### src/hw/uart_frame_pkg.sv
`default_nettype none

package uart_frame_pkg;

    // ##################################################
    // Channel and baud constants
    // ##################################################
    localparam int NUM_CHANNELS = 4;
    localparam int BAUD_DIV     = 8;                  // Clock cycles per bit period
    localparam int BAUD_CNT_W   = $clog2(BAUD_DIV);
    localparam logic [BAUD_CNT_W-1:0] BAUD_LAST = BAUD_CNT_W'(BAUD_DIV - 1);

    localparam int FRAME_MAX    = 12;                 // Start + 8 data + parity + 2 stop

    // ##################################################
    // Frame format
    // ##################################################
    typedef enum logic [1:0] {
        BITS_5 = 2'b00,
        BITS_6 = 2'b01,
        BITS_7 = 2'b10,
        BITS_8 = 2'b11
    } data_bits_e;

    typedef struct packed {
        data_bits_e data_bits;
        logic       parity_en;
        logic       parity_odd;                       // 0 even, 1 odd
        logic       two_stop;
    } frame_cfg_t;

    localparam frame_cfg_t CFG_RESET = '{
        data_bits:  BITS_8,
        parity_en:  1'b0,
        parity_odd: 1'b0,
        two_stop:   1'b0
    };

endpackage

`default_nettype wire

### src/hw/uart_host_pkg.sv
`default_nettype none

package uart_host_pkg;

    localparam int CHAN_W = $clog2(uart_frame_pkg::NUM_CHANNELS);

    typedef enum logic [1:0] {
        CMD_DATA  = 2'b00,
        CMD_CFG   = 2'b01,
        CMD_CLEAR = 2'b10
    } cmd_kind_e;

    // ##################################################
    // Command word views
    // ##################################################
    typedef struct packed {
        cmd_kind_e         kind;
        logic [CHAN_W-1:0] chan;
        logic [3:0]        rsvd;
        logic [7:0]        payload;
    } cmd_data_t;

    typedef struct packed {
        cmd_kind_e                 kind;
        logic [CHAN_W-1:0]         chan;
        logic [6:0]                rsvd;
        uart_frame_pkg::frame_cfg_t cfg;
    } cmd_cfg_t;

    typedef union packed {
        cmd_data_t data;
        cmd_cfg_t  cfg;
    } cmd_word_u;

    typedef struct packed {
        logic [uart_frame_pkg::NUM_CHANNELS-1:0] busy;
        logic [uart_frame_pkg::NUM_CHANNELS-1:0] done;
        logic                                    drop;
    } tx_status_t;

endpackage

`default_nettype wire

### src/hw/baud_tick_gen.sv
`timescale 1ns/1ns
`default_nettype none

module baud_tick_gen (
    input  logic clk,
    input  logic reset_n,
    output logic tick_o
);

    logic [uart_frame_pkg::BAUD_CNT_W-1:0] cnt_q;
    logic                                  wrap;

    assign wrap = (cnt_q == uart_frame_pkg::BAUD_LAST);

    always_ff @(posedge clk or negedge reset_n) begin
        if (!reset_n) begin
            cnt_q <= '0;
        end else if (wrap) begin
            cnt_q <= '0;
        end else begin
            cnt_q <= cnt_q + 1'b1;
        end
    end

    // First tick lands BAUD_DIV cycles after reset release
    always_ff @(posedge clk or negedge reset_n) begin
        if (!reset_n) begin
            tick_o <= 1'b0;
        end else begin
            tick_o <= wrap;
        end
    end

    a_tick_single: assert property (
        @(posedge clk) disable iff (!reset_n)
        tick_o |=> !tick_o
    ) else $error("baud tick high on two consecutive cycles");

endmodule

`default_nettype wire

### src/hw/tx_cmd_decoder.sv
`timescale 1ns/1ns
`default_nettype none

module tx_cmd_decoder (
    input  logic                                                   clk,
    input  logic                                                   reset_n,
    input  logic                                                   cmd_valid_i,
    input  uart_host_pkg::cmd_word_u                               cmd_i,
    input  logic [uart_frame_pkg::NUM_CHANNELS-1:0]                busy_i,
    output logic [uart_frame_pkg::NUM_CHANNELS-1:0]                start_tx_o,
    output logic [7:0]                                             payload_o,
    output uart_frame_pkg::frame_cfg_t [uart_frame_pkg::NUM_CHANNELS-1:0] cfg_o,
    output logic                                                   drop_o,
    output logic                                                   clear_o
);

    uart_host_pkg::cmd_kind_e                                kind;
    logic [uart_frame_pkg::NUM_CHANNELS-1:0]                 chan_sel;
    logic [uart_frame_pkg::NUM_CHANNELS-1:0]                 start_d;
    logic [uart_frame_pkg::NUM_CHANNELS-1:0]                 busy_eff;
    logic [uart_frame_pkg::NUM_CHANNELS-1:0]                 pend_valid;
    uart_frame_pkg::frame_cfg_t [uart_frame_pkg::NUM_CHANNELS-1:0] pend_cfg;
    logic                                                    is_data;
    logic                                                    is_cfg;

    assign kind    = cmd_i.data.kind;                 // Shared by both views
    assign is_data = cmd_valid_i && (kind == uart_host_pkg::CMD_DATA);
    assign is_cfg  = cmd_valid_i && (kind == uart_host_pkg::CMD_CFG);

    always_comb begin
        chan_sel = '0;
        chan_sel[cmd_i.data.chan] = cmd_valid_i;
    end

    // Local load strobes cover the two cycles before collector busy rises
    assign busy_eff = busy_i | start_tx_o | start_d;

    always_ff @(posedge clk or negedge reset_n) begin
        if (!reset_n) begin
            start_tx_o <= '0;
            start_d    <= '0;
            drop_o     <= 1'b0;
            clear_o    <= 1'b0;
        end else begin
            start_tx_o <= is_data ? (chan_sel & ~busy_eff) : '0;
            start_d    <= start_tx_o;
            drop_o     <= is_data && |(chan_sel & busy_eff);
            clear_o    <= cmd_valid_i && (kind == uart_host_pkg::CMD_CLEAR);
        end
    end

    always_ff @(posedge clk) begin
        if (is_data) begin
            payload_o <= cmd_i.data.payload;
        end
        for (int ch = 0; ch < uart_frame_pkg::NUM_CHANNELS; ch++) begin
            if (is_cfg && chan_sel[ch]) begin
                pend_cfg[ch] <= cmd_i.cfg.cfg;
            end
        end
    end

    // ##################################################
    // Per-channel frame config deferred while busy
    // ##################################################
    always_ff @(posedge clk or negedge reset_n) begin
        if (!reset_n) begin
            cfg_o      <= {uart_frame_pkg::NUM_CHANNELS{uart_frame_pkg::CFG_RESET}};
            pend_valid <= '0;
        end else begin
            for (int ch = 0; ch < uart_frame_pkg::NUM_CHANNELS; ch++) begin
                if (is_cfg && chan_sel[ch]) begin
                    if (busy_eff[ch]) begin
                        pend_valid[ch] <= 1'b1;
                    end else begin
                        cfg_o[ch]      <= cmd_i.cfg.cfg;
                        pend_valid[ch] <= 1'b0;
                    end
                end else if (pend_valid[ch] && !busy_eff[ch]) begin
                    cfg_o[ch]      <= pend_cfg[ch];
                    pend_valid[ch] <= 1'b0;
                end
            end
        end
    end

    a_start_onehot: assert property (
        @(posedge clk) disable iff (!reset_n)
        $onehot0(start_tx_o)
    ) else $error("more than one load strobe in a cycle");

endmodule

`default_nettype wire

### src/hw/transmitter_controller.sv
`timescale 1ns/1ns
`default_nettype none

module transmitter_controller (
    input  logic clk,
    input  logic reset_n,
    input  logic start_tx_i,
    input  logic tick_i,
    input  logic data_fi_i,
    input  logic stop_fi_i,
    input  logic parity_en_i,
    output logic trans_en_o,
    output logic tx_finish_o
);

    typedef enum logic [1:0] {
        IDLE,
        WAIT_TICK,
        SHIFT,
        FINISH
    } state_e;

    state_e state_q;
    state_e state_d;

    always_comb begin
        state_d = state_q;
        case (state_q)
            IDLE: begin
                if (start_tx_i) state_d = WAIT_TICK;
            end
            WAIT_TICK: begin
                if (tick_i) state_d = SHIFT;  // Start bit goes out on this tick
            end
            SHIFT: begin
                if (tick_i && stop_fi_i) state_d = FINISH;
            end
            default: begin
                state_d = IDLE;
            end
        endcase
    end

    always_ff @(posedge clk or negedge reset_n) begin
        if (!reset_n) begin
            state_q <= IDLE;
        end else begin
            state_q <= state_d;
        end
    end

    assign trans_en_o  = (state_q == WAIT_TICK) || (state_q == SHIFT);
    assign tx_finish_o = (state_q == FINISH);

    a_no_start_busy: assert property (
        @(posedge clk) disable iff (!reset_n)
        start_tx_i |-> !trans_en_o
    ) else $error("load strobe while frame in progress");

    // With parity on, the bit after the last data bit is never the last stop bit
    a_parity_slot: assert property (
        @(posedge clk) disable iff (!reset_n)
        (state_q == SHIFT && tick_i && data_fi_i && parity_en_i) |=> !stop_fi_i
    ) else $error("parity bit slot missing from frame");

endmodule

`default_nettype wire

### src/hw/uart_transmitter.sv
`timescale 1ns/1ns
`default_nettype none

module uart_transmitter (
    input  logic                       clk,
    input  logic                       reset_n,
    input  logic                       start_tx_i,
    input  logic                       tick_i,
    input  logic [7:0]                 data_i,
    input  uart_frame_pkg::frame_cfg_t cfg_i,
    output logic                       tx_o,
    output logic                       busy_o,
    output logic                       finish_o
);

    logic [7:0]                           data_q;
    uart_frame_pkg::frame_cfg_t           cfg_q;
    logic [3:0]                           data_size;
    logic [3:0]                           frame_len;
    logic [7:0]                           pad_mask;
    logic [7:0]                           data_pad;
    logic                                 parity_bit;
    logic [uart_frame_pkg::FRAME_MAX-1:0] frame;
    logic [uart_frame_pkg::FRAME_MAX-1:0] sr_q;
    logic [3:0]                           cnt_q;
    logic                                 trans_en;
    logic                                 shift_en;
    logic                                 data_fi;
    logic                                 stop_fi;

    always_ff @(posedge clk) begin
        if (start_tx_i) begin
            data_q <= data_i;
            cfg_q  <= cfg_i;
        end
    end

    // ##################################################
    // Frame builder
    // ##################################################
    assign data_size = 4'd5 + {2'b00, cfg_q.data_bits};
    assign frame_len = 4'd1 + data_size + {3'b000, cfg_q.parity_en}
                     + (cfg_q.two_stop ? 4'd2 : 4'd1);

    assign pad_mask   = 8'hFF << data_size;
    assign data_pad   = data_q | pad_mask;              // Unused upper bits sent as ones
    assign parity_bit = ^(data_q & ~pad_mask) ^ cfg_q.parity_odd;

    always_comb begin
        frame      = '1;                                // Stop bits and idle fill
        frame[0]   = 1'b0;                              // Start bit
        frame[8:1] = data_pad;
        if (cfg_q.parity_en) begin
            frame[4'd1 + data_size] = parity_bit;
        end
    end

    // ##################################################
    // Bit counter and shift register
    // ##################################################
    assign shift_en = trans_en && tick_i;
    assign data_fi  = (cnt_q == 4'd1 + data_size);      // Last data bit on the line
    assign stop_fi  = (cnt_q == frame_len);             // Last stop bit on the line

    always_ff @(posedge clk or negedge reset_n) begin
        if (!reset_n) begin
            cnt_q <= '0;
        end else if (shift_en) begin
            cnt_q <= cnt_q + 1'b1;
        end else if (!trans_en) begin
            cnt_q <= '0;
        end
    end

    always_ff @(posedge clk or negedge reset_n) begin
        if (!reset_n) begin
            sr_q <= '1;
        end else if (shift_en) begin
            if (cnt_q == 4'd0) begin
                sr_q <= frame;                          // Load on the first tick
            end else begin
                sr_q <= {1'b1, sr_q[uart_frame_pkg::FRAME_MAX-1:1]};
            end
        end
    end

    assign tx_o   = sr_q[0];
    assign busy_o = trans_en;

    transmitter_controller u_ctrl (
        .clk         (clk),
        .reset_n     (reset_n),
        .start_tx_i  (start_tx_i),
        .tick_i      (tick_i),
        .data_fi_i   (data_fi),
        .stop_fi_i   (stop_fi),
        .parity_en_i (cfg_q.parity_en),
        .trans_en_o  (trans_en),
        .tx_finish_o (finish_o)
    );

endmodule

`default_nettype wire

### src/hw/tx_status_collector.sv
`timescale 1ns/1ns
`default_nettype none

module tx_status_collector (
    input  logic                                    clk,
    input  logic                                    reset_n,
    input  logic [uart_frame_pkg::NUM_CHANNELS-1:0] busy_i,
    input  logic [uart_frame_pkg::NUM_CHANNELS-1:0] finish_i,
    input  logic                                    drop_i,
    input  logic                                    clear_i,
    output logic [uart_frame_pkg::NUM_CHANNELS-1:0] busy_o,
    output uart_host_pkg::tx_status_t               status_o,
    output logic                                    done_irq_o
);

    logic [uart_frame_pkg::NUM_CHANNELS-1:0] busy_q;
    logic [uart_frame_pkg::NUM_CHANNELS-1:0] done_q;
    logic                                    drop_q;

    always_ff @(posedge clk or negedge reset_n) begin
        if (!reset_n) begin
            busy_q <= '0;
            done_q <= '0;
            drop_q <= 1'b0;
        end else begin
            busy_q <= busy_i;
            // New events beat a clear in the same cycle
            done_q <= (clear_i ? '0 : done_q) | finish_i;
            drop_q <= (clear_i ? 1'b0 : drop_q) | drop_i;
        end
    end

    assign busy_o = busy_q;

    always_comb begin
        status_o.busy = busy_q;
        status_o.done = done_q;
        status_o.drop = drop_q;
    end

    assign done_irq_o = |done_q;                        // Level while any done is set

endmodule

`default_nettype wire

### src/hw/multi_uart_tx_top.sv
`timescale 1ns/1ns
`default_nettype none

module multi_uart_tx_top (
    input  logic                                    clk,
    input  logic                                    reset_n,
    input  logic                                    cmd_valid_i,
    input  uart_host_pkg::cmd_word_u                cmd_i,
    output logic [uart_frame_pkg::NUM_CHANNELS-1:0] tx_o,
    output uart_host_pkg::tx_status_t               status_o,
    output logic                                    done_irq_o
);

    logic                                                    tick;
    logic [uart_frame_pkg::NUM_CHANNELS-1:0]                 start_tx;
    logic [7:0]                                              payload;
    uart_frame_pkg::frame_cfg_t [uart_frame_pkg::NUM_CHANNELS-1:0] cfg;
    logic                                                    drop;
    logic                                                    clear;
    logic [uart_frame_pkg::NUM_CHANNELS-1:0]                 tx_busy;
    logic [uart_frame_pkg::NUM_CHANNELS-1:0]                 tx_finish;
    logic [uart_frame_pkg::NUM_CHANNELS-1:0]                 busy_seen;

    baud_tick_gen u_baud (
        .clk     (clk),
        .reset_n (reset_n),
        .tick_o  (tick)
    );

    tx_cmd_decoder u_dec (
        .clk         (clk),
        .reset_n     (reset_n),
        .cmd_valid_i (cmd_valid_i),
        .cmd_i       (cmd_i),
        .busy_i      (busy_seen),
        .start_tx_o  (start_tx),
        .payload_o   (payload),
        .cfg_o       (cfg),
        .drop_o      (drop),
        .clear_o     (clear)
    );

    // ##################################################
    // One transmitter per channel
    // ##################################################
    for (genvar ch = 0; ch < uart_frame_pkg::NUM_CHANNELS; ch++) begin : g_chan
        uart_transmitter u_tx (
            .clk        (clk),
            .reset_n    (reset_n),
            .start_tx_i (start_tx[ch]),
            .tick_i     (tick),
            .data_i     (payload),
            .cfg_i      (cfg[ch]),
            .tx_o       (tx_o[ch]),
            .busy_o     (tx_busy[ch]),
            .finish_o   (tx_finish[ch])
        );
    end

    tx_status_collector u_stat (
        .clk        (clk),
        .reset_n    (reset_n),
        .busy_i     (tx_busy),
        .finish_i   (tx_finish),
        .drop_i     (drop),
        .clear_i    (clear),
        .busy_o     (busy_seen),
        .status_o   (status_o),
        .done_irq_o (done_irq_o)
    );

endmodule

`default_nettype wire

### config.mk
export PLATFORM = sky130hd
export DESIGN_NAME = multi_uart_tx_top
export DESIGN_NICKNAME = d
export VERILOG_FILES = /design/src/hw/uart_frame_pkg.sv /design/src/hw/uart_host_pkg.sv /design/src/hw/baud_tick_gen.sv /design/src/hw/tx_cmd_decoder.sv /design/src/hw/transmitter_controller.sv /design/src/hw/uart_transmitter.sv /design/src/hw/tx_status_collector.sv /design/src/hw/multi_uart_tx_top.sv
export SDC_FILE = /design/constraint.sdc
export NUM_CORES = 1
export LEC_CHECK = 0
export ABC_AREA = 0
export BUFFER_PORTS_ARGS = -buffer_cell sky130_fd_sc_hd__clkbuf_2
export CAP_MARGIN = 0
export CORE_ASPECT_RATIO = 0.7
export CORE_MARGIN = 2
export CORE_UTILIZATION = 52
export DETAILED_ROUTE_END_ITERATION = 10
export GPL_TIMING_DRIVEN = 0
export PLACE_DENSITY = 0.76
export SYNTH_ARGS = -nofsm -noshare
export SYNTH_HDL_FRONTEND = slang
export SYNTH_SLANG_ARGS = --single-unit
### constraint.sdc
create_clock -name clk -period 6.3 [get_ports clk]
set_clock_uncertainty 0.15 [all_clocks]
set_input_delay 0.945 -clock clk [delete_from_list [all_inputs] [get_ports clk]]
set_output_delay 0.945 -clock clk [all_outputs]
set_load 0.01 [all_outputs]
==> impl_results.md <==
* Status: complete, but fails checks
* Failing checks: DRC
* Global-route wire length before repair at 31,200 um
* Met3 usage at 4.92%
* Area fraction of the dominant cell type after synthesis at 24.7%
* Seq pwr share at 48.6%
* Final antenna-violating net count at 0
* Number of global-route vias before repair at 5,833
* Layout cells sized above 1 at 16.3%
* Largest area contributor in the netlist: edfxtp_1
* TNS Setup at 0 ns
* Comb power frac at 23.1%
* IO Port Bufs at 26
* Synth cell count leaders: nand2_1 (81), edfxtp_1 (80), ha_1 (64)
* EDFF count, synth at 80
* Core area at 18,200 um^2
* Slew HR at 44.7%
* Critical setup path kind: reg -> reg
* Syn Inst Count at 817
* Initial antenna violation count at 0
* Pin count of the biggest net entering global routing at 61
* FFs w/ async S/R, synth at 59.8%
* Hold Worst Slack at 0.284 ns
* Worst-Margin Slew at 0.830 ns
* Met1 GRT Util at 32.0%
* Sw Ratio at 31.1%
* Yosys warnings at 0
* Worst setup EP type: flip-flop
* Routed length per instance at 17.0 um
* Initial drt markers at 448
* Reg-to-Reg Start: g_chan[2].u_tx.cfg_q[3]$_DFFE_PP_
* Hold-fix buffers, CTS at 0
* Final Cycle Share at 52.3%
* DP HPWL at 13,300 um
* Post-Syn Nets at 908
* Final Hold Fails at 0
* CTS buffer count at 17
* Gr usage total at 20.4%
* CP max FO at 5
* Gr ovfl total at 0
* Reg clk slew, reported paths at 0.08 ns
* HP Start: u_dec.drop_o$_DFF_PN0_
* Synth top area cells: edfxtp_1 (25%), dfrtp_1 (16%), dfstp_2 (15%)
* Hold crit path type: reg -> reg
* Unrepaired setup endpoints after global routing: false
* Clock latency on the worst-skew pair at 0.44 ns
* Netlist cell types at 60
* CTS sink cnt at 199
* Postcts setup bufs at 0
* Final Net Count at 954
* GR peak layer: met1
* I/O pin count at 33
* Width of the chip at 168 um
* Psw at 1.24 mW
* Die Y-Extent at 118 um
* Mapped cell area at 9740 um^2
* Worst Hold End: u_stat.drop_q$_DFF_PN0_
* R2R setup slack at 3.00 ns
* Die ar. at 19,900 um^2
* Hold Crit Depth at 1
* Sequential fraction of the synthesis area at 56.0%
* Most instantiated library cell after synthesis: nand2_1
* Share of power burned in the clock network at 28.3%
* TritonCTS clock tree: built
* Site row count at 41
* GR Util met2 at 28.5%
* Drt pass-1 iters at 8
* Type of origin of the critical path: flip-flop
* Pleak at 4.52 nW
* Antenna cells at 0
* Placer congestion estimate at 0.887
* Internal at 2.76 mW
* Total routed wirelength at 19,000 um
* R2R cell count at 10
* Starting density of the core at 53.6%
* Vias/cell at 5.46
* Final Setup Violations at 0
* FF-to-FF End: g_chan[2].u_tx.u_ctrl.state_q[1]$_DFFE_PN0P_
* Resized cells post-CTS at 0
* Detailed-route via count at 6,076
* P per Cell Area at 370 nW/um^2
* Filler cells at 1,447
* Area grow syn2layout at 11.1%
* Max Freq at 303 MHz
* Worst Path Required at 6.47 ns
* Max Root-Sink Buffers at 2
* Arr. time, crit path at 3.47 ns
* Fin crit period at 3.30 ns
* Peak VDD IR at 0.221 mV
* Top FF cell, synth: edfxtp_1
* CTS root buf: clkbuf_16
* # Max-Cap Violations at 0
* Drt drc at 2
* Mean Syn Cell Area at 11.9 um^2
* CTS H-tree depth at 4
* #FFs+latches synth at 199
* Pins Over Slew Limit at 0
logic make-up after synthesis:
family / synth area share (%)
fa+ha+maj: 9.87
compound gates: 8.43
xor+xnor: 6.45
simple gates: 11.0
mux: 4.94
flops: 56.0
buf+inv: 3.32
critical path: stages (launching register included):
cell	delay, ns
edfxtp_1	0.49
inv_1	0.21
ha_1	0.27
xnor2_1	0.25
inv_1	0.11
fa_1	0.48
xnor2_1	0.14
a21oi_1	0.11
o2111ai_1	0.13
a222oi_1	0.48
mux2_1	0.37
worst max path at each step:
| stage | slack [ns] | to | from |
|---|---|---|---|
| 3_3_place_gp | 2.33 | u_dec.cfg_o[11]$_DFFE_PN0P_ | reset_n |
| 3_5_place_dp | 3.05 | g_chan[2].u_tx.u_ctrl.state_q[1]$_DFFE_PN0P_ | g_chan[2].u_tx.cfg_q[3]$_DFFE_PP_ |
| 2_1_floorplan | 3.33 | g_chan[2].u_tx.u_ctrl.state_q[1]$_DFFE_PN0P_ | g_chan[2].u_tx.cfg_q[3]$_DFFE_PP_ |
| 4_1_cts | 2.97 | g_chan[2].u_tx.u_ctrl.state_q[1]$_DFFE_PN0P_ | g_chan[2].u_tx.cfg_q[3]$_DFFE_PP_ |
| 6_report | 3.00 | g_chan[2].u_tx.u_ctrl.state_q[1]$_DFFE_PN0P_ | g_chan[2].u_tx.cfg_q[3]$_DFFE_PP_ |
| 5_1_grt | 2.80 | g_chan[2].u_tx.u_ctrl.state_q[1]$_DFFE_PN0P_ | g_chan[2].u_tx.cfg_q[3]$_DFFE_PP_ |
power groups by stage:
stage / sequential, mW / clock [mW] / combinational (mW)
final: 1.94 / 1.13 / 0.926
after detailed placement: 1.96 / 0 / 0.922
after global routing: 1.98 / 1.20 / 1.04
after global placement: 1.95 / 0 / 0.882
after floorplan: 1.91 / 0 / 0.677
after CTS: 1.94 / 1.15 / 0.927
stage by stage:
| stage | utilization [%] | worst slack, ns | std cells | area, um^2 | power [mW] |
|---|---|---|---|---|---|
| floorplan | - | 3.33 | 817 | 9740 | 2.59 |
| global placement | 56.0 | 2.33 | 1079 | 10200 | 2.84 |
| detailed placement | 56.2 | 3.05 | 1080 | 10200 | 2.89 |
| CTS | 59.6 | 2.97 | 1112 | 10800 | 4.02 |
| global route | 59.6 | 2.80 | 1112 | 10800 | 4.22 |
| finish | 59.6 | 3.00 | 1112 | 10800 | 4.00 |
layer usage:
| layer | vias up | part of all wire [%] | routed length [um] |
|---|---|---|---|
| met2 | 167 | 43 | 8110 |
| met4 | 0 | 0.55 | 105 |
| met3 | 8 | 6.4 | 1210 |
| li1 | 2919 | - | - |
| met1 | 2982 | 50 | 9530 |
| met5 | - | 0 | 0 |
cells in the final DEF, fill, tap and decap left out, types with 8 or more instances in the layout:
cell	synthesis	routed
nand3_1	8	8
mux2_2	13	13
xor2_1	15	15
and2_1	20	20
clkbuf_16	0	18
clkbuf_2	0	25
nor2_1	54	54
fa_1	8	8
nor3_1	11	11
nor2b_1	14	14
dfstp_2	56	56
edfxtp_1	80	80
a31oi_1	21	21
mux2i_1	30	30
o21ai_0	45	45
ha_1	64	64
clkbuf_1	20	20
nand4_1	11	11
nand2_1	81	81
dfrtp_1	63	63
xnor2_1	42	42
inv_1	51	51
a21oi_1	28	28
a211oi_1	8	8
state kept, by name, indices dropped and copies added (netlist names), 8 cells and up:
register and flops:
u_dec.cfg_o 20, g_chan.u_tx.cnt_q 16, g_chan.u_tx.sr_q 48, g_chan.u_tx.data_q 32
g_chan.u_tx.u_ctrl.state_q 8, g_chan.u_tx.cfg_q 20, u_dec.pend_cfg 20, u_dec.payload_o 8
layout make-up:
class | count | area [um^2] | area share, %
Buffer | 29 | 131 | 1.21
Multi-Input combinational cell | 538 | 3960 | 36.6
Inverter | 51 | 191 | 1.77
Clock inverter | 14 | 171 | 1.58
Tap cell | 236 | 295 | 2.73
Timing Repair Buffer | 27 | 166 | 1.54
Sequential cell | 199 | 5450 | 50.4
Clock buffer | 18 | 450 | 4.16
Note: power is estimated with default switching activity, not from simulation.
